### config.mk
export PLATFORM = sky130hd
export DESIGN_NAME = ising_cfg_top
export DESIGN_NICKNAME = d
export VERILOG_FILES = /design/src/logic/ising_cfg_pkg.sv /design/src/logic/cfg_cmd_decode.sv /design/src/logic/step_counter.sv /design/src/logic/analog_cfg.sv /design/src/logic/cfg_data_mem.sv /design/src/logic/analog_shadow_array.sv /design/src/logic/ising_cfg_top.sv
export VERILOG_INCLUDE_DIRS = /design/src /design/src/logic
export SDC_FILE = /design/constraint.sdc
export NUM_CORES = 1
export LEC_CHECK = 0
export BUFFER_PORTS_ARGS = -buffer_cell sky130_fd_sc_hd__buf_2
export CAP_MARGIN = 10
export CORE_MARGIN = 2
export CORE_UTILIZATION = 35
export CTS_CLUSTER_DIAMETER = 150
export DETAILED_ROUTE_END_ITERATION = 7
export PLACE_DENSITY = 0.6
export SYNTH_ARGS = -nofsm -noshare
export SYNTH_HDL_FRONTEND = slang
export SYNTH_SLANG_ARGS = --single-unit
### constraint.sdc
create_clock -name clk_i -period 4.25 [get_ports clk_i]
set_input_delay 0.85 -clock clk_i [delete_from_list [all_inputs] [get_ports clk_i]]
set_output_delay 0.85 -clock clk_i [all_outputs]
set_load 0.005 [all_outputs]
### src/logic/ising_cfg_config.svh
/*
 * ising macro configuration path
 * sizing, derived widths and host command opcodes
 */
`ifndef ISING_CFG_CONFIG_SVH
`define ISING_CFG_CONFIG_SVH

`define ISING_NUM_SPIN      8   // spins, also array rows
`define ISING_BIT_DATA      4   // bits per weight
`define ISING_PARALLELISM   2   // J rows per memory read
`define ISING_CNT_W         16

// derived widths
`define ISING_ROW_W         (`ISING_NUM_SPIN * `ISING_BIT_DATA)
`define ISING_ROW_IDX_W     $clog2(`ISING_NUM_SPIN)
`define ISING_J_ADDR_W      ((`ISING_NUM_SPIN / `ISING_PARALLELISM > 1) ? \
                             $clog2(`ISING_NUM_SPIN / `ISING_PARALLELISM) : 1)
`define ISING_MEM_ADDR_W    $clog2(`ISING_NUM_SPIN + 2)  // J rows, h, sfc

// command opcodes
`define ISING_OP_SET_DT     4'h1
`define ISING_OP_SET_TRANS  4'h2
`define ISING_OP_CTRL       4'h3

`endif

### src/logic/ising_cfg_pkg.sv
/*
 * ising config types
 * host command word, decoded settings and analog write port
 */
`default_nettype none
`include "ising_cfg_config.svh"

package ising_cfg_pkg;

    // SET_DT / SET_TRANS view
    typedef struct packed {
        logic [3:0]                 op;
        logic [27-`ISING_CNT_W:0]   rsvd;
        logic [`ISING_CNT_W-1:0]    value;
    } cfg_param_t;

    // CTRL view
    typedef struct packed {
        logic [3:0]  op;
        logic [25:0] rsvd;
        logic        enable;
        logic        start;
    } cfg_ctrl_t;

    typedef union packed {
        cfg_param_t param;
        cfg_ctrl_t  ctrl;
    } cfg_word_u;

    // write port towards the analog macro
    typedef struct packed {
        logic [`ISING_NUM_SPIN-1:0] j_wwl;    // one-hot J wordlines
        logic                       h_wwl;
        logic                       sfc_wwl;
        logic [`ISING_ROW_W-1:0]    wbl;      // write bitlines
    } macro_wr_t;

    typedef struct packed {
        logic [`ISING_CNT_W-1:0] cycles_per_write;
        logic [`ISING_CNT_W-1:0] num_trans;
        logic                    load;     // pulse, reload both counters
        logic                    enable;
        logic                    start;    // pulse
    } cfg_set_t;

endpackage

`default_nettype wire

### src/logic/cfg_cmd_decode.sv
/*
 * command decode stage
 * turns host command words into counter settings, load, enable and start
 */
`timescale 1ns/1ps
`default_nettype none
`include "ising_cfg_config.svh"

module cfg_cmd_decode (
    input  logic                     clk_i,
    input  logic                     rst_i,
    input  logic                     cmd_valid_i,
    input  ising_cfg_pkg::cfg_word_u cmd_i,
    input  logic                     idle_i,
    output ising_cfg_pkg::cfg_set_t  set_o
);
    import ising_cfg_pkg::*;

    cfg_set_t set_q;

    always_ff @(posedge clk_i) begin
        if (rst_i) begin
            set_q <= '0;
        end else begin
            // pulses last one cycle
            set_q.load  <= 1'b0;
            set_q.start <= 1'b0;
            if (cmd_valid_i) begin
                case (cmd_i.param.op)
                    `ISING_OP_SET_DT: begin
                        set_q.cycles_per_write <= cmd_i.param.value;
                        set_q.load             <= 1'b1;
                    end
                    `ISING_OP_SET_TRANS: begin
                        set_q.num_trans <= cmd_i.param.value;
                        set_q.load      <= 1'b1;
                    end
                    `ISING_OP_CTRL: begin
                        set_q.enable <= cmd_i.ctrl.enable;
                        // start only from idle, a start during a run is dropped
                        set_q.start  <= cmd_i.ctrl.start & idle_i;
                    end
                    default: begin
                        // unknown opcode, nothing to do
                    end
                endcase
            end
        end
    end

    assign set_o = set_q;

endmodule

`default_nettype wire

### src/logic/step_counter.sv
/*
 * loadable step counter
 * counts steps up to a stored limit, pulses overflow and wraps
 */
`timescale 1ns/1ps
`default_nettype none
`include "ising_cfg_config.svh"

module step_counter #(
    parameter int unsigned CNT_W = `ISING_CNT_W
) (
    input  logic             clk_i,
    input  logic             rst_i,
    input  logic             en_i,
    input  logic             load_i,
    input  logic [CNT_W-1:0] d_i,
    input  logic             recount_i,
    input  logic             step_i,
    output logic [CNT_W-1:0] q_o,
    output logic             overflow_o
);
    logic [CNT_W-1:0] limit_q;
    logic [CNT_W-1:0] cnt_q;
    logic             at_last;

    assign at_last    = (cnt_q == limit_q - 1'b1);
    assign overflow_o = en_i & step_i & at_last;
    assign q_o        = cnt_q;

    always_ff @(posedge clk_i) begin
        if (rst_i) begin
            limit_q <= '0;
            cnt_q   <= '0;
        end else begin
            if (load_i) limit_q <= d_i;
            if (!en_i || recount_i) begin
                cnt_q <= '0;
            end else if (step_i) begin
                cnt_q <= at_last ? '0 : cnt_q + 1'b1;   // wrap at limit
            end
        end
    end

endmodule

`default_nettype wire

### src/logic/analog_cfg.sv
/*
 * analog configuration sequencer
 * reads J rows, then h, then sfc, and drives each one onto the macro
 * write port for a programmable number of cycles
 */
`timescale 1ns/1ps
`default_nettype none
`include "ising_cfg_config.svh"

module analog_cfg (
    input  logic                                           clk_i,
    input  logic                                           rst_i,
    input  ising_cfg_pkg::cfg_set_t                        set_i,
    output logic                                           j_ren_o,
    output logic [`ISING_J_ADDR_W-1:0]                     j_addr_o,
    input  logic [`ISING_PARALLELISM*`ISING_ROW_W-1:0]     j_rdata_i,
    output logic                                           h_ren_o,
    output logic                                           sfc_ren_o,
    input  logic [`ISING_ROW_W-1:0]                        rdata_i,
    output ising_cfg_pkg::macro_wr_t                       macro_o,
    output logic                                           idle_o
);
    import ising_cfg_pkg::*;

    localparam int unsigned NS      = `ISING_NUM_SPIN;
    localparam int unsigned P       = `ISING_PARALLELISM;
    localparam int unsigned RW      = `ISING_ROW_W;
    localparam int unsigned CNT_W   = `ISING_CNT_W;
    localparam int unsigned SEL_W   = (P > 1) ? $clog2(P) : 1;
    localparam int unsigned H_IDX   = NS / P;
    localparam int unsigned SFC_IDX = NS / P + 1;

    logic             busy_q;
    logic             start_ok;
    logic [CNT_W-1:0] dt_limit;
    logic [CNT_W-1:0] period_q;
    logic [CNT_W-1:0] trans_q;
    logic             period_zero;
    logic             period_ovf;
    logic             trans_step;
    logic             trans_ovf;
    logic             is_h;
    logic             is_sfc;
    logic             rd_now;
    logic             j_ren_q;
    logic             h_ren_q;
    logic             sfc_ren_q;
    logic [SEL_W-1:0] sel_q;
    logic             sel_wrap;
    logic [NS-1:0]    wl_onehot;
    logic [RW-1:0]    j_row;
    macro_wr_t        macro_q;

    assign start_ok    = set_i.start & ~busy_q;
    assign dt_limit    = set_i.cycles_per_write + 1'b1;  // read slot plus wordline cycles
    assign period_zero = (period_q == '0);
    assign is_h        = (trans_q == CNT_W'(H_IDX));
    assign is_sfc      = (trans_q == CNT_W'(SFC_IDX));

    // one read per period, kind taken from the transfer count
    assign rd_now    = busy_q & set_i.enable & period_zero;
    assign j_ren_o   = rd_now & ~is_h & ~is_sfc;
    assign h_ren_o   = rd_now & is_h;
    assign sfc_ren_o = rd_now & is_sfc;
    assign j_addr_o  = trans_q[`ISING_J_ADDR_W-1:0];

    assign sel_wrap   = (sel_q == SEL_W'(P - 1));
    assign trans_step = period_ovf & (sel_wrap | is_h | is_sfc);

    assign wl_onehot = NS'(1) << (j_addr_o * P + sel_q);
    assign j_row     = j_rdata_i[sel_q*RW +: RW];   // one of the P rows read

    assign idle_o  = ~busy_q;
    assign macro_o = macro_q;

    always_ff @(posedge clk_i) begin
        if (rst_i) begin
            busy_q    <= 1'b0;
            j_ren_q   <= 1'b0;
            h_ren_q   <= 1'b0;
            sfc_ren_q <= 1'b0;
            sel_q     <= '0;
        end else begin
            if (!set_i.enable || trans_ovf) begin
                busy_q <= 1'b0;
            end else if (start_ok) begin
                busy_q <= 1'b1;
            end
            j_ren_q   <= j_ren_o;   // data arrives with these
            h_ren_q   <= h_ren_o;
            sfc_ren_q <= sfc_ren_o;
            if (start_ok || !set_i.enable) begin
                sel_q <= '0;
            end else if (period_ovf && !is_h && !is_sfc) begin
                sel_q <= sel_wrap ? '0 : sel_q + 1'b1;
            end
        end
    end

    // write port, wordline period ends on the next read slot
    always_ff @(posedge clk_i) begin
        if (rst_i) begin
            macro_q <= '0;
        end else begin
            if (!set_i.enable || period_zero) begin
                macro_q.j_wwl   <= '0;
                macro_q.h_wwl   <= 1'b0;
                macro_q.sfc_wwl <= 1'b0;
            end else if (busy_q) begin
                if (j_ren_q) macro_q.j_wwl <= wl_onehot;
                if (h_ren_q) macro_q.h_wwl <= 1'b1;
                if (sfc_ren_q) macro_q.sfc_wwl <= 1'b1;
            end
            if (j_ren_q) begin
                macro_q.wbl <= j_row;
            end else if (h_ren_q || sfc_ren_q) begin
                macro_q.wbl <= rdata_i;
            end
        end
    end

    step_counter #(
        .CNT_W (CNT_W)
    ) u_step_counter_dt_write (
        .clk_i      (clk_i),
        .rst_i      (rst_i),
        .en_i       (set_i.enable),
        .load_i     (set_i.load),
        .d_i        (dt_limit),
        .recount_i  (start_ok),
        .step_i     (busy_q),
        .q_o        (period_q),
        .overflow_o (period_ovf)
    );

    step_counter #(
        .CNT_W (CNT_W)
    ) u_step_counter_trans (
        .clk_i      (clk_i),
        .rst_i      (rst_i),
        .en_i       (set_i.enable),
        .load_i     (set_i.load),
        .d_i        (set_i.num_trans),
        .recount_i  (start_ok),
        .step_i     (trans_step),
        .q_o        (trans_q),
        .overflow_o (trans_ovf)
    );

endmodule

`default_nettype wire

### src/logic/cfg_data_mem.sv
/*
 * staging memory for J rows, h and sfc
 * host write port, read port answers one cycle after its enable
 */
`timescale 1ns/1ps
`default_nettype none
`include "ising_cfg_config.svh"

module cfg_data_mem (
    input  logic                                       clk_i,
    input  logic                                       mem_we_i,
    input  logic [`ISING_MEM_ADDR_W-1:0]               mem_addr_i,
    input  logic [`ISING_ROW_W-1:0]                    mem_wdata_i,
    input  logic                                       j_ren_i,
    input  logic [`ISING_J_ADDR_W-1:0]                 j_addr_i,
    input  logic                                       h_ren_i,
    input  logic                                       sfc_ren_i,
    output logic [`ISING_PARALLELISM*`ISING_ROW_W-1:0] j_rdata_o,
    output logic [`ISING_ROW_W-1:0]                    rdata_o
);
    localparam int unsigned NS    = `ISING_NUM_SPIN;
    localparam int unsigned P     = `ISING_PARALLELISM;
    localparam int unsigned RW    = `ISING_ROW_W;
    localparam int unsigned IDX_W = `ISING_ROW_IDX_W;

    logic [RW-1:0] j_mem [NS];
    logic [RW-1:0] h_q;
    logic [RW-1:0] sfc_q;

    // host side
    always_ff @(posedge clk_i) begin
        if (mem_we_i) begin
            if (mem_addr_i < NS) begin
                j_mem[mem_addr_i[IDX_W-1:0]] <= mem_wdata_i;
            end else if (mem_addr_i == NS) begin
                h_q <= mem_wdata_i;
            end else if (mem_addr_i == NS + 1) begin
                sfc_q <= mem_wdata_i;
            end
        end
    end

    // sequencer side, P consecutive rows per J read
    always_ff @(posedge clk_i) begin
        if (j_ren_i) begin
            for (int k = 0; k < P; k++) begin
                j_rdata_o[k*RW +: RW] <= j_mem[j_addr_i*P + k];
            end
        end
        if (h_ren_i) begin
            rdata_o <= h_q;
        end else if (sfc_ren_i) begin
            rdata_o <= sfc_q;
        end
    end

endmodule

`default_nettype wire

### src/logic/analog_shadow_array.sv
/*
 * shadow of the analog array contents
 * latches bitlines under each wordline, readback uses the memory map
 */
`timescale 1ns/1ps
`default_nettype none
`include "ising_cfg_config.svh"

module analog_shadow_array (
    input  logic                          clk_i,
    input  logic                          rst_i,
    input  ising_cfg_pkg::macro_wr_t      macro_i,
    input  logic [`ISING_MEM_ADDR_W-1:0]  rd_addr_i,
    output logic [`ISING_ROW_W-1:0]       rd_data_o
);
    localparam int unsigned NS    = `ISING_NUM_SPIN;
    localparam int unsigned RW    = `ISING_ROW_W;
    localparam int unsigned IDX_W = `ISING_ROW_IDX_W;

    logic [RW-1:0] j_row_q [NS];
    logic [RW-1:0] h_row_q;
    logic [RW-1:0] sfc_row_q;

    always_ff @(posedge clk_i) begin
        if (rst_i) begin
            for (int i = 0; i < NS; i++) begin
                j_row_q[i] <= '0;
            end
            h_row_q   <= '0;
            sfc_row_q <= '0;
        end else begin
            for (int i = 0; i < NS; i++) begin
                if (macro_i.j_wwl[i]) j_row_q[i] <= macro_i.wbl;  // every cycle the line is up
            end
            if (macro_i.h_wwl) h_row_q <= macro_i.wbl;
            if (macro_i.sfc_wwl) sfc_row_q <= macro_i.wbl;
        end
    end

    always_comb begin
        rd_data_o = '0;   // unmapped addresses read zero
        if (rd_addr_i < NS) begin
            rd_data_o = j_row_q[rd_addr_i[IDX_W-1:0]];
        end else if (rd_addr_i == NS) begin
            rd_data_o = h_row_q;
        end else if (rd_addr_i == NS + 1) begin
            rd_data_o = sfc_row_q;
        end
    end

endmodule

`default_nettype wire

### src/logic/ising_cfg_top.sv
/*
 * ising configuration path top
 * command decode, staging memory, sequencer and shadow array
 */
`timescale 1ns/1ps
`default_nettype none
`include "ising_cfg_config.svh"

module ising_cfg_top (
    input  logic                          clk_i,
    input  logic                          rst_i,
    input  logic                          cmd_valid_i,
    input  ising_cfg_pkg::cfg_word_u      cmd_i,
    input  logic                          mem_we_i,
    input  logic [`ISING_MEM_ADDR_W-1:0]  mem_addr_i,
    input  logic [`ISING_ROW_W-1:0]       mem_wdata_i,
    input  logic [`ISING_MEM_ADDR_W-1:0]  rd_addr_i,
    output logic [`ISING_ROW_W-1:0]       rd_data_o,
    output ising_cfg_pkg::macro_wr_t      macro_o,
    output logic                          idle_o
);
    import ising_cfg_pkg::*;

    cfg_set_t                                   cfg_set;
    logic                                       j_ren;
    logic [`ISING_J_ADDR_W-1:0]                 j_addr;
    logic                                       h_ren;
    logic                                       sfc_ren;
    logic [`ISING_PARALLELISM*`ISING_ROW_W-1:0] j_rdata;
    logic [`ISING_ROW_W-1:0]                    rdata;   // h or sfc

    cfg_cmd_decode u_cfg_cmd_decode (
        .clk_i       (clk_i),
        .rst_i       (rst_i),
        .cmd_valid_i (cmd_valid_i),
        .cmd_i       (cmd_i),
        .idle_i      (idle_o),
        .set_o       (cfg_set)
    );

    cfg_data_mem u_cfg_data_mem (
        .clk_i       (clk_i),
        .mem_we_i    (mem_we_i),
        .mem_addr_i  (mem_addr_i),
        .mem_wdata_i (mem_wdata_i),
        .j_ren_i     (j_ren),
        .j_addr_i    (j_addr),
        .h_ren_i     (h_ren),
        .sfc_ren_i   (sfc_ren),
        .j_rdata_o   (j_rdata),
        .rdata_o     (rdata)
    );

    analog_cfg u_analog_cfg (
        .clk_i     (clk_i),
        .rst_i     (rst_i),
        .set_i     (cfg_set),
        .j_ren_o   (j_ren),
        .j_addr_o  (j_addr),
        .j_rdata_i (j_rdata),
        .h_ren_o   (h_ren),
        .sfc_ren_o (sfc_ren),
        .rdata_i   (rdata),
        .macro_o   (macro_o),
        .idle_o    (idle_o)
    );

    analog_shadow_array u_analog_shadow_array (
        .clk_i     (clk_i),
        .rst_i     (rst_i),
        .macro_i   (macro_o),
        .rd_addr_i (rd_addr_i),
        .rd_data_o (rd_data_o)
    );

endmodule

`default_nettype wire

==> qor.txt <==
Status: finished clean
Largest net degree at the start of global routing: 118
R2R depth: 11
Cell Chain, Critical Path: buf_4 -> nor4bb_4 -> buf_4 -> a22oi_1 -> o21ai_0 -> buf_2
Vias in the first global route: 20740
Num rows: 117
Fillcell total: 9179
GP Congestion: 0.7851
CP max stage delay: 0.76 ns
Final min period: 3.849 ns
Setup TNS: 0 ns
RSZ-0062 raised after global routing: false
Max_slew headroom: 28.85%
Grt met2 use: 27.60%
Endpoints failing hold: 0
Most frequent CP cell: buf_4
CP Max Fanout: 34
# DRC: 0
Die height: 323.5 um
Hold Path Cell Cnt: 2
Initial core utilization: 35.22%
Sw power: 0.003761 W
CTS buffer count: 92
Clock power frac: 44.5%
Final period util: 90.55%
P_int: 0.01440 W
Post_cts resized: 0
Worst-skew pair later-pin latency: 0.67 ns
Via count: 20390
Setup-failing EPs final: 0
Mapped Nets: 2457
Prevailing post-synth register cell: edfxtp_1
CTS max path bufs: 3
Clock sinks: 882
Total die area: 104700 um2
Storage cell area: 24390 um2
CTS Hold Bufs: 0
Critical Path RT: 3.40 ns
Worst slew pin tran: 1.060 ns
Clk_skew: 0.04208 ns
Sw Ratio: 20.71%
Pre-antenna DRT Iters: 5
Worst vdd ir: 0.2597 mV
Post-DRT Antenna Nets: 0
Worst setup SP type: input pin
Seq/Total Area, Yosys: 68.24%
Nets: 2608
Fin util: 40.67%
Commonest cells after routing, fill and taps aside: edfxtp_1, nor2_1, dfxtp_1
Post-CTS Setup Bufs: 0
First DRT Iteration DRCs: 1535
Post-DP HPWL: 50760 um
CP delay by family, top: buffers and inverters
Seq pwr share: 52.2%
Met1 Track Usage GR: 20.83%
Max-cap violations: 0
Initial antenna violation count: 15
Synth warn: 0
#FFs+latches synth: 882
Crit path max-delay cell type: nor4bb_4
Global-route wire length before repair: 127300 um
FFs w/ async S/R, synth: 0%
Synth unique cells: 67
FMAX: 259.8 MHz
GRT Overall Usage: 16.13%
Leakage: 13.68 nW
Total wire length: 84990 um
Comb power frac: 3.3%
Global routing's busiest layer: met2
Ratio of cells with drive above 1 in the final layout: 20.58%
Core area: 101400 um2
Worst-path clk slew: 0.05 ns
Max-slew violation count: 0
EDFF count, synth: 672
Cell count after synthesis: 2373
Clock tree from TritonCTS: built
Crit end category: primary output
Routed vias/inst: 5.137
Worst path bufs/invs: 3
H-tree depth: 3
Met3 Use GR: 3.134%
Clock root buffer: clkbuf_16
Area grow syn2layout: 15.47%
Die width: 323.5 um
Power per cell area: 440.1 nW/um2
Worst min path class: flip-flop to flip-flop
Syn Area/Cell: 15.06 um2
GR Overflow Total: 0
Area of the multi-input gates: 10830 um2
Critical Path AT: 3.00 ns
Commonest non-fill, non-tap cell in the layout: edfxtp_1
Number of I/O pins: 151
WS Path Type: input pin to primary output
Post-Synthesis Cell Area: 35730 um2
IO buf count: 138
Wire per inst: 21.41 um
Crit path depth: 6
-- synthesized netlist by cell type (all sizes together) (3+ instances only) --
cell type | count | area, um2
buf | 24 | 110.1
ha | 8 | 100.1
nor4b | 5 | 43.79
nor3 | 25 | 125.1
and3 | 10 | 62.56
mux4 | 128 | 2883
edfxtp | 672 | 20180
or4 | 11 | 86.33
o22ai | 3 | 18.77
nor4 | 13 | 96.34
nand2 | 69 | 259.0
nand2b | 8 | 50.05
xor2 | 37 | 324.1
nand3b | 8 | 60.06
or2 | 13 | 83.83
o21ai | 43 | 215.2
inv | 19 | 71.32
nor2 | 236 | 885.9
mux2 | 33 | 371.6
a21oi | 72 | 360.4
xnor2 | 29 | 254.0
a211oi | 44 | 330.3
and4 | 4 | 35.03
mux2i | 164 | 1642
a311oi | 5 | 43.79
clkbuf | 121 | 454.2
nor2b | 35 | 219.0
dfxtp | 210 | 4204
and2 | 195 | 1220
o31ai | 12 | 95.09
nand3 | 24 | 120.1
a22oi | 36 | 270.3
o211ai | 3 | 22.52
or3 | 11 | 68.82
nand4b | 3 | 26.28
nand4 | 7 | 43.79
-- worst register-to-register path, delay by kind of cell, from the launching register on --
family | cells | cell delay (ns)
fa+ha+maj | 1 | 0.24
buf+inv | 2 | 0.35
flops | 1 | 0.34
mux | 1 | 0.13
simple gates | 4 | 1.69
compound gates | 3 | 0.84
-- kinds of logic after synthesis --
family / Yosys count / synth area share [%]
xor gates and xnor gates: 67 / 1.681
DFF: 882 / 68.24
muxes: 325 / 13.70
adders and majority gates: 8 / 0.2801
buffers and inverters: 164 / 1.779
AOI/OAI and AO/OA: 241 / 4.335
and+or+nand+nor: 686 / 9.990
-- area by class of cell --
cell class | instances | share of cell area (%)
antenna | 1 | 0.006064
clock buffer | 127 | 6.046
clock inverter | 43 | 1.313
inverter | 19 | 0.1728
multi-input combinational | 1327 | 26.24
sequential | 882 | 59.12
tap | 1368 | 4.148
timing repair buffer | 202 | 2.950
-- stage by stage --
| stage | power, W | instance area, um2 | std cells | hold WS (ns) | worst slack [ns] |
|---|---|---|---|---|---|
| floorplan | 0.009983 | 35740 | 2373 | 0.4360 | 0.2193 |
| global placement | 0.01024 | 38220 | 3798 | 0.4474 | 0.4660 |
| detailed placement | 0.01028 | 38220 | 3798 | 0.4495 | 0.4100 |
| CTS | 0.01836 | 41260 | 3968 | 0.4250 | 0.4122 |
| global route | 0.01872 | 41260 | 3968 | 0.4555 | 0.3015 |
| finish | 0.01816 | 41260 | 3969 | 0.4559 | 0.4014 |
-- sequential cells by signal, summed over array words and instances (netlist names) --
register	cells
u_analog_shadow_array.j_row_q	256
u_cfg_data_mem.j_rdata_o	64
u_cfg_cmd_decode.set_o	35
u_analog_cfg.j_ren_q	1
u_analog_cfg.u_step_counter_dt_write.limit_q	16
u_analog_cfg.sfc_ren_q	1
u_analog_shadow_array.h_row_q	32
u_analog_cfg.h_ren_q	1
u_analog_cfg.busy_q	1
u_analog_cfg.sel_q	1
u_cfg_data_mem.h_q	32
u_cfg_data_mem.rdata_o	32
u_analog_cfg.u_step_counter_trans.limit_q	16
u_analog_cfg.u_step_counter_trans.q_o	16
u_analog_cfg.u_step_counter_dt_write.q_o	16
u_cfg_data_mem.sfc_q	32
u_analog_cfg.macro_o	42
u_cfg_data_mem.j_mem	256
u_analog_shadow_array.sfc_row_q	32
-- layer usage --
layer / share of wire [%] / vias to the layer above
met5: 0.087 / -
met4: 2.0 / 12
met3: 5.8 / 142
met2: 49 / 525
met1: 43 / 10450
li1: - / 9257
-- power groups by stage --
| stage | Clock (W) | Sequential, W | Combinational (W) |
|---|---|---|---|
| after floorplan | 0 | 0.00964 | 0.000339 |
| after global placement | 0 | 0.00965 | 0.000593 |
| after detailed placement | 0 | 0.00967 | 0.000608 |
| after CTS | 0.00827 | 0.00948 | 0.000610 |
| after global routing | 0.00858 | 0.00949 | 0.000647 |
| final | 0.00808 | 0.00948 | 0.000599 |
-- path summary, 6_finish.rpt --
check	startpoint	to	slack [ns]
max	rd_addr_i[0]	rd_data_o[7]	0.40
max reg2reg	u_analog_cfg.u_step_counter_dt_write.limit_q[0]	u_analog_cfg.u_step_counter_trans.q_o[1]	0.55
min	u_cfg_cmd_decode.set_o[10]	u_cfg_cmd_decode.set_o[10]	0.46
min reg2reg	u_cfg_cmd_decode.set_o[10]	u_cfg_cmd_decode.set_o[10]	0.46
Power figures use the tool's default switching activity.
